--- config.mk ---
export PLATFORM = sky130hd
export DESIGN_NAME = matmul_top
export DESIGN_NICKNAME = d
export VERILOG_FILES = /design/src/hw/matmul_pkg.sv /design/src/hw/matmul_ctrl.sv /design/src/hw/matmul_addr_gen.sv /design/src/hw/matmul_mac.sv /design/src/hw/matmul_top.sv
export VERILOG_INCLUDE_DIRS = /design/src /design/src/hw
export SDC_FILE = /design/constraint.sdc
export NUM_CORES = 2
export LEC_CHECK = 0
export ABC_CLOCK_PERIOD_IN_PS = 10270
export BUFFER_PORTS_ARGS = -buffer_cell sky130_fd_sc_hd__buf_4
export CAP_MARGIN = 10
export CORE_MARGIN = 5
export CORE_UTILIZATION = 45
export CTS_BUF_LIST = sky130_fd_sc_hd__clkbuf_8
export DETAILED_ROUTE_END_ITERATION = 7
export SLEW_MARGIN = 5
export SYNTH_ARGS = -nofsm -noshare
export SYNTH_HDL_FRONTEND = slang
export SYNTH_SLANG_ARGS = --single-unit
--- constraint.sdc ---
create_clock -name clk -period 10.27 [get_ports clk]
set_clock_uncertainty 0.2 [all_clocks]
set_input_delay 0.5135 -clock clk [delete_from_list [all_inputs] [get_ports clk]]
set_output_delay 0.5135 -clock clk [all_outputs]
set_load 0.02 [all_outputs]
--- src/hw/matmul_cfg.svh ---
// SRAM address width, SRAM data width and matrix dimension field width
`ifndef MATMUL_CFG_SVH
`define MATMUL_CFG_SVH

//--------------------------------------------------------------------------
// SRAM ports
//--------------------------------------------------------------------------

// word address, same for input, weight and result SRAMs
`define SRAM_ADDR_WIDTH 16

// one data word, also one element of A, B or C
`define SRAM_DATA_WIDTH 32

//--------------------------------------------------------------------------
// header word
//--------------------------------------------------------------------------

// rows in the upper half of word 0, cols in the lower half
// two fields must fill exactly one data word
`define DIM_WIDTH 16

`endif

--- src/hw/matmul_pkg.sv ---
// shared SRAM types, header word union and address command encoding
`include "matmul_cfg.svh"

package matmul_pkg;

	typedef logic [`SRAM_ADDR_WIDTH-1:0] sram_addr_t;
	typedef logic [`SRAM_DATA_WIDTH-1:0] sram_data_t;
	typedef logic [`DIM_WIDTH-1:0]       dim_t;

	// layout of word 0 in an operand SRAM
	typedef struct packed {
		dim_t rows; // upper half
		dim_t cols; // lower half
	} header_s;

	// word 0 read either as dimensions or as a raw word
	typedef union packed {
		header_s    hdr;
		sram_data_t word;
	} header_u;

	// address generator step for the next edge
	typedef enum logic [2:0] {
		cmd_hold     = 3'd0, // nothing issued, read pointers rest on word 0
		cmd_start    = 3'd1, // headers on the bus, go to first elements
		cmd_next_k   = 3'd2, // next term of the same dot product
		cmd_next_col = 3'd3, // same row of A, next column of B
		cmd_next_row = 3'd4  // next row of A, back to column 0 of B
	} addr_cmd_e;

endpackage

--- src/hw/matmul_ctrl.sv ---
// job FSM, header decode, k/column/row counters and address commands
`timescale 1ns/1ns

module matmul_ctrl (
	input  logic                   clk,
	input  logic                   reset_n,
	input  logic                   dut_valid,
	output logic                   dut_ready,
	input  matmul_pkg::sram_data_t input_read_data,
	input  matmul_pkg::sram_data_t weight_read_data,
	output matmul_pkg::addr_cmd_e  addr_cmd,
	output logic                   issue,
	output logic                   first,
	output logic                   last
);
	import matmul_pkg::*;

	typedef enum logic [1:0] {
		st_idle   = 2'd0,
		st_header = 2'd1, // word 0 of both SRAMs on the read bus
		st_run    = 2'd2, // one product issued per cycle
		st_drain  = 2'd3  // last products still in the MAC
	} state_e;

	state_e  state;
	state_e  state_nxt;

	header_u in_hdr;
	header_u wt_hdr;

	// terminal counts, dimension minus one
	dim_t    row_max;
	dim_t    k_max;
	dim_t    col_max;

	dim_t    row_cnt;
	dim_t    k_cnt;
	dim_t    col_cnt;

	logic    k_end;
	logic    col_end;
	logic    row_end;
	logic    drain_cnt;

	assign in_hdr.word = input_read_data;
	assign wt_hdr.word = weight_read_data;

	assign k_end   = (k_cnt == k_max);
	assign col_end = (col_cnt == col_max);
	assign row_end = (row_cnt == row_max);

	assign issue = (state == st_run);
	assign first = issue && (k_cnt == '0);
	assign last  = issue && k_end;

	//----------------------------------------------------------------------
	// state machine
	//----------------------------------------------------------------------

	always_comb begin
		state_nxt = state;
		case (state)
			st_idle: begin
				if (dut_valid && dut_ready)
					state_nxt = st_header;
			end
			st_header: state_nxt = st_run;
			st_run: begin
				if (k_end && col_end && row_end)
					state_nxt = st_drain;
			end
			st_drain: begin
				if (drain_cnt) // second drain cycle, last write on the port
					state_nxt = st_idle;
			end
			default: state_nxt = st_idle;
		endcase
	end

	always_ff @(posedge clk) begin
		if (!reset_n) begin
			state     <= st_idle;
			dut_ready <= 1'b0;
			drain_cnt <= 1'b0;
		end else begin
			state     <= state_nxt;
			dut_ready <= (state_nxt == st_idle); // low from acceptance to end of drain
			drain_cnt <= (state == st_drain) ? ~drain_cnt : 1'b0;
		end
	end

	// dimensions, taken once per job from the two headers
	// inner size follows B, A is trusted to match
	always_ff @(posedge clk) begin
		if (state == st_header) begin
			row_max <= in_hdr.hdr.rows - dim_t'(1);
			k_max   <= wt_hdr.hdr.rows - dim_t'(1);
			col_max <= wt_hdr.hdr.cols - dim_t'(1);
		end
	end

	//----------------------------------------------------------------------
	// element counters, k fastest then column then row
	//----------------------------------------------------------------------

	always_ff @(posedge clk) begin
		if (!reset_n) begin
			k_cnt   <= '0;
			col_cnt <= '0;
			row_cnt <= '0;
		end else if (state == st_header) begin
			k_cnt   <= '0;
			col_cnt <= '0;
			row_cnt <= '0;
		end else if (state == st_run) begin
			if (!k_end) begin
				k_cnt <= k_cnt + dim_t'(1);
			end else begin
				k_cnt <= '0;
				if (!col_end) begin
					col_cnt <= col_cnt + dim_t'(1);
				end else begin
					col_cnt <= '0;
					row_cnt <= row_cnt + dim_t'(1); // wraps after the last row, unused
				end
			end
		end
	end

	// address step for the read presented next cycle
	always_comb begin
		addr_cmd = cmd_hold;
		case (state)
			st_header: addr_cmd = cmd_start;
			st_run: begin
				if (!k_end)
					addr_cmd = cmd_next_k;
				else if (!col_end)
					addr_cmd = cmd_next_col;
				else if (!row_end)
					addr_cmd = cmd_next_row;
				else
					addr_cmd = cmd_hold; // final product of the job
			end
			default: addr_cmd = cmd_hold;
		endcase
	end

endmodule

--- src/hw/matmul_addr_gen.sv ---
// A and B read pointers, B column stride and delayed C write address
`timescale 1ns/1ns
`include "matmul_cfg.svh"

module matmul_addr_gen (
	input  logic                   clk,
	input  logic                   reset_n,
	input  matmul_pkg::addr_cmd_e  addr_cmd,
	input  matmul_pkg::sram_data_t weight_read_data,
	output matmul_pkg::sram_addr_t input_read_address,
	output matmul_pkg::sram_addr_t weight_read_address,
	output matmul_pkg::sram_addr_t result_write_address
);
	import matmul_pkg::*;

	sram_addr_t a_base;   // first element of current A row
	sram_addr_t a_ptr;
	sram_addr_t b_col;    // top of current B column
	sram_addr_t b_ptr;
	sram_addr_t b_stride; // one B row, i.e. cols of B
	sram_addr_t c_ptr;
	logic [1:0] c_step;   // element boundary seen 1 and 2 cycles back

	assign input_read_address   = a_ptr;
	assign weight_read_address  = b_ptr;
	assign result_write_address = c_ptr;

	//----------------------------------------------------------------------
	// bases and stride
	//----------------------------------------------------------------------

	// weight header is on the bus while start is presented
	always_ff @(posedge clk) begin
		if (addr_cmd == cmd_start)
			b_stride <= sram_addr_t'(weight_read_data[`DIM_WIDTH-1:0]);
	end

	always_ff @(posedge clk) begin
		case (addr_cmd)
			cmd_start: begin
				a_base <= sram_addr_t'(1); // elements start after the header
				b_col  <= sram_addr_t'(1);
			end
			cmd_next_col: b_col <= b_col + 1'b1;
			cmd_next_row: begin
				a_base <= a_ptr + 1'b1; // a_ptr sits on the last k of the row
				b_col  <= sram_addr_t'(1);
			end
			default: ;
		endcase
	end

	//----------------------------------------------------------------------
	// read pointers
	//----------------------------------------------------------------------

	// outside a job both pointers rest on word 0 so the headers
	// are already on the read bus when the next job is accepted
	always_ff @(posedge clk) begin
		if (!reset_n) begin
			a_ptr <= '0;
			b_ptr <= '0;
		end else begin
			case (addr_cmd)
				cmd_start: begin
					a_ptr <= sram_addr_t'(1);
					b_ptr <= sram_addr_t'(1);
				end
				cmd_next_k: begin
					a_ptr <= a_ptr + 1'b1;
					b_ptr <= b_ptr + b_stride; // down one row of B
				end
				cmd_next_col: begin
					a_ptr <= a_base;
					b_ptr <= b_col + 1'b1;
				end
				cmd_next_row: begin
					a_ptr <= a_ptr + 1'b1;
					b_ptr <= sram_addr_t'(1);
				end
				default: begin
					a_ptr <= '0;
					b_ptr <= '0;
				end
			endcase
		end
	end

	// C address steps after the write of the element just closed,
	// which lands 2 cycles after its last issue
	always_ff @(posedge clk) begin
		if (!reset_n) begin
			c_step <= '0;
			c_ptr  <= '0;
		end else begin
			c_step <= {c_step[0], (addr_cmd == cmd_next_col) || (addr_cmd == cmd_next_row)};
			if (addr_cmd == cmd_start)
				c_ptr <= '0;
			else if (c_step[1])
				c_ptr <= c_ptr + 1'b1;
		end
	end

endmodule

--- src/hw/matmul_mac.sv ---
// issue alignment stage, 32-bit multiply-accumulate and C write register
`timescale 1ns/1ns

module matmul_mac (
	input  logic                   clk,
	input  logic                   reset_n,
	input  logic                   issue,
	input  logic                   first,
	input  logic                   last,
	input  matmul_pkg::sram_data_t input_read_data,
	input  matmul_pkg::sram_data_t weight_read_data,
	output logic                   result_write_enable,
	output matmul_pkg::sram_data_t result_write_data
);
	import matmul_pkg::*;

	logic       issue_q; // lines up with the read data
	logic       first_q;
	logic       last_q;
	sram_data_t product;
	sram_data_t sum;
	sram_data_t acc;

	assign product = input_read_data * weight_read_data; // low word only, wraps
	assign sum     = first_q ? product : acc + product;

	//----------------------------------------------------------------------
	// control pipeline
	//----------------------------------------------------------------------

	always_ff @(posedge clk) begin
		if (!reset_n) begin
			issue_q             <= 1'b0;
			first_q             <= 1'b0;
			last_q              <= 1'b0;
			result_write_enable <= 1'b0;
		end else begin
			issue_q             <= issue;
			first_q             <= first;
			last_q              <= last;
			result_write_enable <= issue_q && last_q; // one cycle per element
		end
	end

	// running sum, reloaded on the first term of each element
	always_ff @(posedge clk) begin
		if (issue_q)
			acc <= sum;
	end

	always_ff @(posedge clk) begin
		if (issue_q && last_q)
			result_write_data <= sum; // full dot product incl. this term
	end

endmodule

--- src/hw/matmul_top.sv ---
// matrix multiplier top level, controller, address generator and MAC wiring
`timescale 1ns/1ns

module matmul_top (
	input  logic                   clk,
	input  logic                   reset_n,
	input  logic                   dut_valid,
	output logic                   dut_ready,

	// input SRAM, matrix A
	output matmul_pkg::sram_addr_t input_read_address,
	input  matmul_pkg::sram_data_t input_read_data,

	// weight SRAM, matrix B
	output matmul_pkg::sram_addr_t weight_read_address,
	input  matmul_pkg::sram_data_t weight_read_data,

	// result SRAM, matrix C
	output logic                   result_write_enable,
	output matmul_pkg::sram_addr_t result_write_address,
	output matmul_pkg::sram_data_t result_write_data
);
	import matmul_pkg::*;

	addr_cmd_e addr_cmd;
	logic      issue;  // product read on the bus this cycle
	logic      first;  // ... and it opens a dot product
	logic      last;   // ... and it closes one

	//----------------------------------------------------------------------
	// job sequencing
	//----------------------------------------------------------------------

	matmul_ctrl u_ctrl (
		.clk              (clk),
		.reset_n          (reset_n),
		.dut_valid        (dut_valid),
		.dut_ready        (dut_ready),
		.input_read_data  (input_read_data),
		.weight_read_data (weight_read_data),
		.addr_cmd         (addr_cmd),
		.issue            (issue),
		.first            (first),
		.last             (last)
	);

	// write address comes out already delayed to line up with the MAC
	matmul_addr_gen u_addr (
		.clk                  (clk),
		.reset_n              (reset_n),
		.addr_cmd             (addr_cmd),
		.weight_read_data     (weight_read_data),
		.input_read_address   (input_read_address),
		.weight_read_address  (weight_read_address),
		.result_write_address (result_write_address)
	);

	//----------------------------------------------------------------------
	// datapath
	//----------------------------------------------------------------------

	matmul_mac u_mac (
		.clk                 (clk),
		.reset_n             (reset_n),
		.issue               (issue),
		.first               (first),
		.last                (last),
		.input_read_data     (input_read_data),
		.weight_read_data    (weight_read_data),
		.result_write_enable (result_write_enable),
		.result_write_data   (result_write_data)
	);

endmodule

* Word level (Yosys, flattened, before mapping)
Index checks and enable logic that the tools add are counted.
Word-level totals: register bits 266, bits of input ports 67, logic and storage cells 80
Operators by class: add/subtract/negate cells 11, multipliers 1, eq/ne operators 10, muxes and demuxes 15, bitwise logic cells 2, reduce and logical (&&, ||, !) cells 19
Operators with widths (count):
- adder 16 x 1 -> 16 bit, second input constant | 6
- one-hot mux 16 bit (3 select lines) | 2
- one-hot mux 16 bit (2 select lines) | 2
- == test 16 bit | 3
- subtractor 16 x 1 -> 16 bit, second input constant | 3
- adder 32 bit | 1
- multiplier 32 x 32 -> 32 bit | 1
- two-way mux 16 bit | 2
- two-way mux 32 bit | 1
- adder 16 bit | 1
- zero test 16 bit | 1
- two-way mux 3 bit | 3
- one-hot mux 2 bit (4 select lines) | 1
- OR reduction 2 bit | 4
- == test 3 x 2 -> 1 bit, second input constant | 2
- logical AND 1 bit | 6
- two-way mux 2 bit | 3
- one-hot mux 3 bit (2 select lines) | 1
- == test 2 bit, second input constant | 2
- zero test 2 bit | 2
- AND reduction 2 bit | 2
- nonzero test 2 bit | 2
- == test 3 x 1 -> 1 bit, second input constant | 1
- == test 3 bit, second input constant | 1
- other kinds (4) | 5

* Longest topological paths before layout
depth after elaboration 8, gate-level depth with buffers 36, gate-level depth less buffers 33

* Hierarchy
From an unflattened synthesis, not the netlist that was laid out.
Unflattened totals: cells, all modules 3113, area total of the unflattened synthesis 29789.8 um^2
By module, submodules not included:
- matmul_mac | instances 1, cells an instance 2098, area an instance 19598.8 um^2
- matmul_ctrl | instances 1, cells an instance 564, area an instance 5522.8 um^2
- matmul_addr_gen | instances 1, cells an instance 451, area an instance 4668.2 um^2

* Worst setup path before layout
OpenSTA, ideal clock, no wires.
path type input -> register, start point input port weight_read_data[3], end point register u_mac.acc[31], data pin, setup time 0.262 ns, data arrival time 7.875 ns, slack 1.932 ns, stages on the path 29, path buffers 2, cell sequence clkbuf_1 clkbuf_1 nand2_1 fa_1 inv_1 fa_1 inv_1 fa_1 fa_1 inv_1 fa_1 fa_1 fa_1 fa_1 ha_1 nand3_1 nor2_1 a21oi_1 o211a_1 a21oi_1 o31ai_2 a21boi_1 ha_1 a21o_1 a21oi_1 a31oi_1 o211a_1 a211o_1 xnor2_1
Between the ends: word-level cells in the longest chain between the ends 3
Ends and longest elaborated chain:
- start: declaration | RTL line matmul_top.sv:16 | input matmul_pkg::sram_data_t weight_read_data,
- multiplier 32 x 32 -> 32 bit (*) | RTL line matmul_mac.sv:24 | assign product = input_read_data * weight_read_data;
- adder 32 bit | RTL line matmul_mac.sv:25 | assign sum = first_q ? product : acc + product;
- two-way mux 32 bit (*) | RTL line matmul_mac.sv:25
- named net u_mac.sum[31] | RTL line matmul_mac.sv:21 | sram_data_t sum;
- end signal: assignment | RTL line matmul_mac.sv:48 | acc <= sum;
- end: declaration | RTL line matmul_mac.sv:22 | sram_data_t acc;
Mark *: on every way through the listed nets, which the timed path passes. The rest lies on a longest branch. A chain may end at the register's enable or synchronous reset.

* Worst setup path after layout
start point input port weight_read_data[2], end point register u_mac.acc[31], data pin
Same word-level chain as after synthesis.

==> run metrics <==
hold endpoint=u_ctrl.row_max[15]; final hold vios=0; clock buffer depth=3; Synth async-reset ratio=0%; IO Pins=149; core area=64600 µm²; EDFF count, synth=160; R2R Path Start=u_ctrl.k_cnt[8]; most frequent cells in the layout=inv_1 (456), fa_1 (410), nand2_1 (363); Mapped Nets=3754; Post-CTS Hold Fix Bufs=0; fin nets=3809; Final Max Slew Viols=0; I/O Buffers=148; endpoints failing setup=0; worst r2r path cells=10; Total Neg Setup Slack=0 ns; vias per inst=5.33; Routed Antenna Nets=0; Initial DRT Pass Iterations=5; vias post-DR=21500; layout cells sized above 1=7.95%; Num CTS Buffers=46; critical path type=primary input to register; Arr. time, crit path=8.53 ns; DIE HEIGHT=266 µm; CTS tree=built; largest net degree at the start of global routing=56; grt ovf=0; clock transition at the registers of the reported paths=0.06 ns; first-pass GRT wire length=125000 µm; DRC viols=0; worst skew pair latency=0.61 ns; sequential share of the synthesized area=23.5%; Core Rows=93; Die W=266 µm; root buffer cell=clkbuf_8; initial antenna violation count=6; startpoint types=primary input; critical path's largest stage delay=0.57 ns; number of global-route vias before repair=23000; final wirelength=77100 µm; Synth Flop Type=edfxtp_1; FMAX=119 MHz; synth warn=0; post-detail-place hpwl=57200 µm; minimum clock period=8.38 ns; Slew @ Worst Pin=0.910 ns; Synth cell types=78; Initial Utilization=45.6%; relative slew slack=38.9%; critical path required time=10.42 ns; clk sinks=266; hold path depth=2; Syn-to-layout area delta=8.55%; WL/cell=19.1 µm; CP max FO=35; RD Place Congestion=0.863; worst reg2reg path endpoint=u_addr.weight_read_address[0]; mapped cell area=29400 µm²; Synth Area per Inst=9.51 µm²; most common cell after layout, fill and taps aside=inv_1; initial drt markers=1250; die area=70600 µm²; Hold Crit Class=primary input to register; r2r setup slk=5.86 ns; Setup Fix Bufs, Post-CTS=0; H-tree depth=2; post-cts gate resize count=0; overall routing resource usage=22.0%; RSZ-0062 raised after global routing=false; cells after synthesis=3092; number of synthesized register bits=266; fin crit share=81.6%; outcome=finished, final reports clean; Worst path slowest cell=fa_1; most frequent cell on the critical path=fa_1; Critical Path End Type=register; Hold Startpoint=input_read_data[31]; max cap viols=0
==> metrics by stage <==
stage	utilization, %	setup WS [ns]	hold WS (ns)	instance area, µm²	cells
after detailed placement	48.1	1.34	0.222	31100	3954
after floorplan	-	1.93	0.212	29400	3092
final	49.4	1.89	0.0700	31900	4041
after global routing	49.4	1.46	0.0485	31900	4040
after CTS	49.4	1.99	0.0244	31900	4039
after global placement	48.1	1.43	0.223	31100	3954
==> layout make-up <==
type	instances	area (µm²)
fill	6084	32600
antenna	2	5.00
clock inverter	33	154
tap	855	1070
inverter	437	1640
clock buffer	52	716
timing repair buffer	155	1160
multi-input combinational	2241	20300
sequential	266	6930
==> sequential cells by signal, indices dropped and copies added (netlist names), 2 cells and up <==
name	count
u_addr.a_base	16
u_addr.b_col	16
u_addr.b_stride	16
u_addr.c_step	2
u_addr.input_read_address	16
u_addr.result_write_address	16
u_addr.weight_read_address	16
u_ctrl.col_cnt	16
u_ctrl.col_max	16
u_ctrl.k_cnt	16
u_ctrl.k_max	16
u_ctrl.row_cnt	16
u_ctrl.row_max	16
u_ctrl.state	2
u_mac.acc	32
u_mac.result_write_data	32
==> routing by layer <==
metal | up-vias | track usage, % | share of wire, %
li1 | 9863 | - | -
met1 | 10800 | 27.6 | 40
met2 | 643 | 38.1 | 49
met3 | 188 | 4.09 | 6.2
met4 | 4 | 8.53 | 4.3
met5 | - | 0 | 0.035
==> worst max path at each step <==
stage / slack (ns) / end / start / cells after the start
final: 1.89 / u_mac.acc[31] / weight_read_data[2] / 29
after global routing: 1.46 / u_mac.acc[31] / weight_read_data[2] / 29
after CTS: 1.99 / u_mac.acc[31] / weight_read_data[2] / 29
after detailed placement: 1.34 / u_mac.result_write_data[31] / weight_read_data[2] / 28
after global placement: 1.43 / u_mac.result_write_data[31] / weight_read_data[2] / 28
after floorplan: 1.93 / u_mac.acc[31] / weight_read_data[3] / 29
==> cell families after synthesis <==
group / Yosys count / share of synthesized area (%)
xor+xnor: 279 / 8.33
fa+ha+maj: 595 / 35.8
flops: 266 / 23.5
compound gates: 290 / 6.28
simple gates: 1067 / 18.1
buf+inv: 585 / 7.60
mux: 10 / 0.379
==> worst max-delay path: cells and delay by family <==
kind / cells / cell delay, ns
adders and majority gates: 10 / 4.83
AOI/OAI and AO/OA: 9 / 1.97
and+or+nand+nor: 5 / 0.57
buffers and inverters: 4 / 0.48
xor gates and xnor gates: 1 / 0.14
==> cell usage after synthesis, drive strengths merged (56+ instances only) <==
cell,number,area (µm²)
xor2,93,815
inv,437,1640
nor2,166,626
fa,410,8210
a21oi,80,404
clkbuf,128,480
dfxtp,106,2120
nand2,366,1380
and2,289,1810
nand3,56,280
xnor2,186,1640
ha,185,2310
edfxtp,160,4800
o21ai,74,370
Power is not shown: default switching activity piles up to over one toggle a cycle in this logic, so the estimate is an artifact.
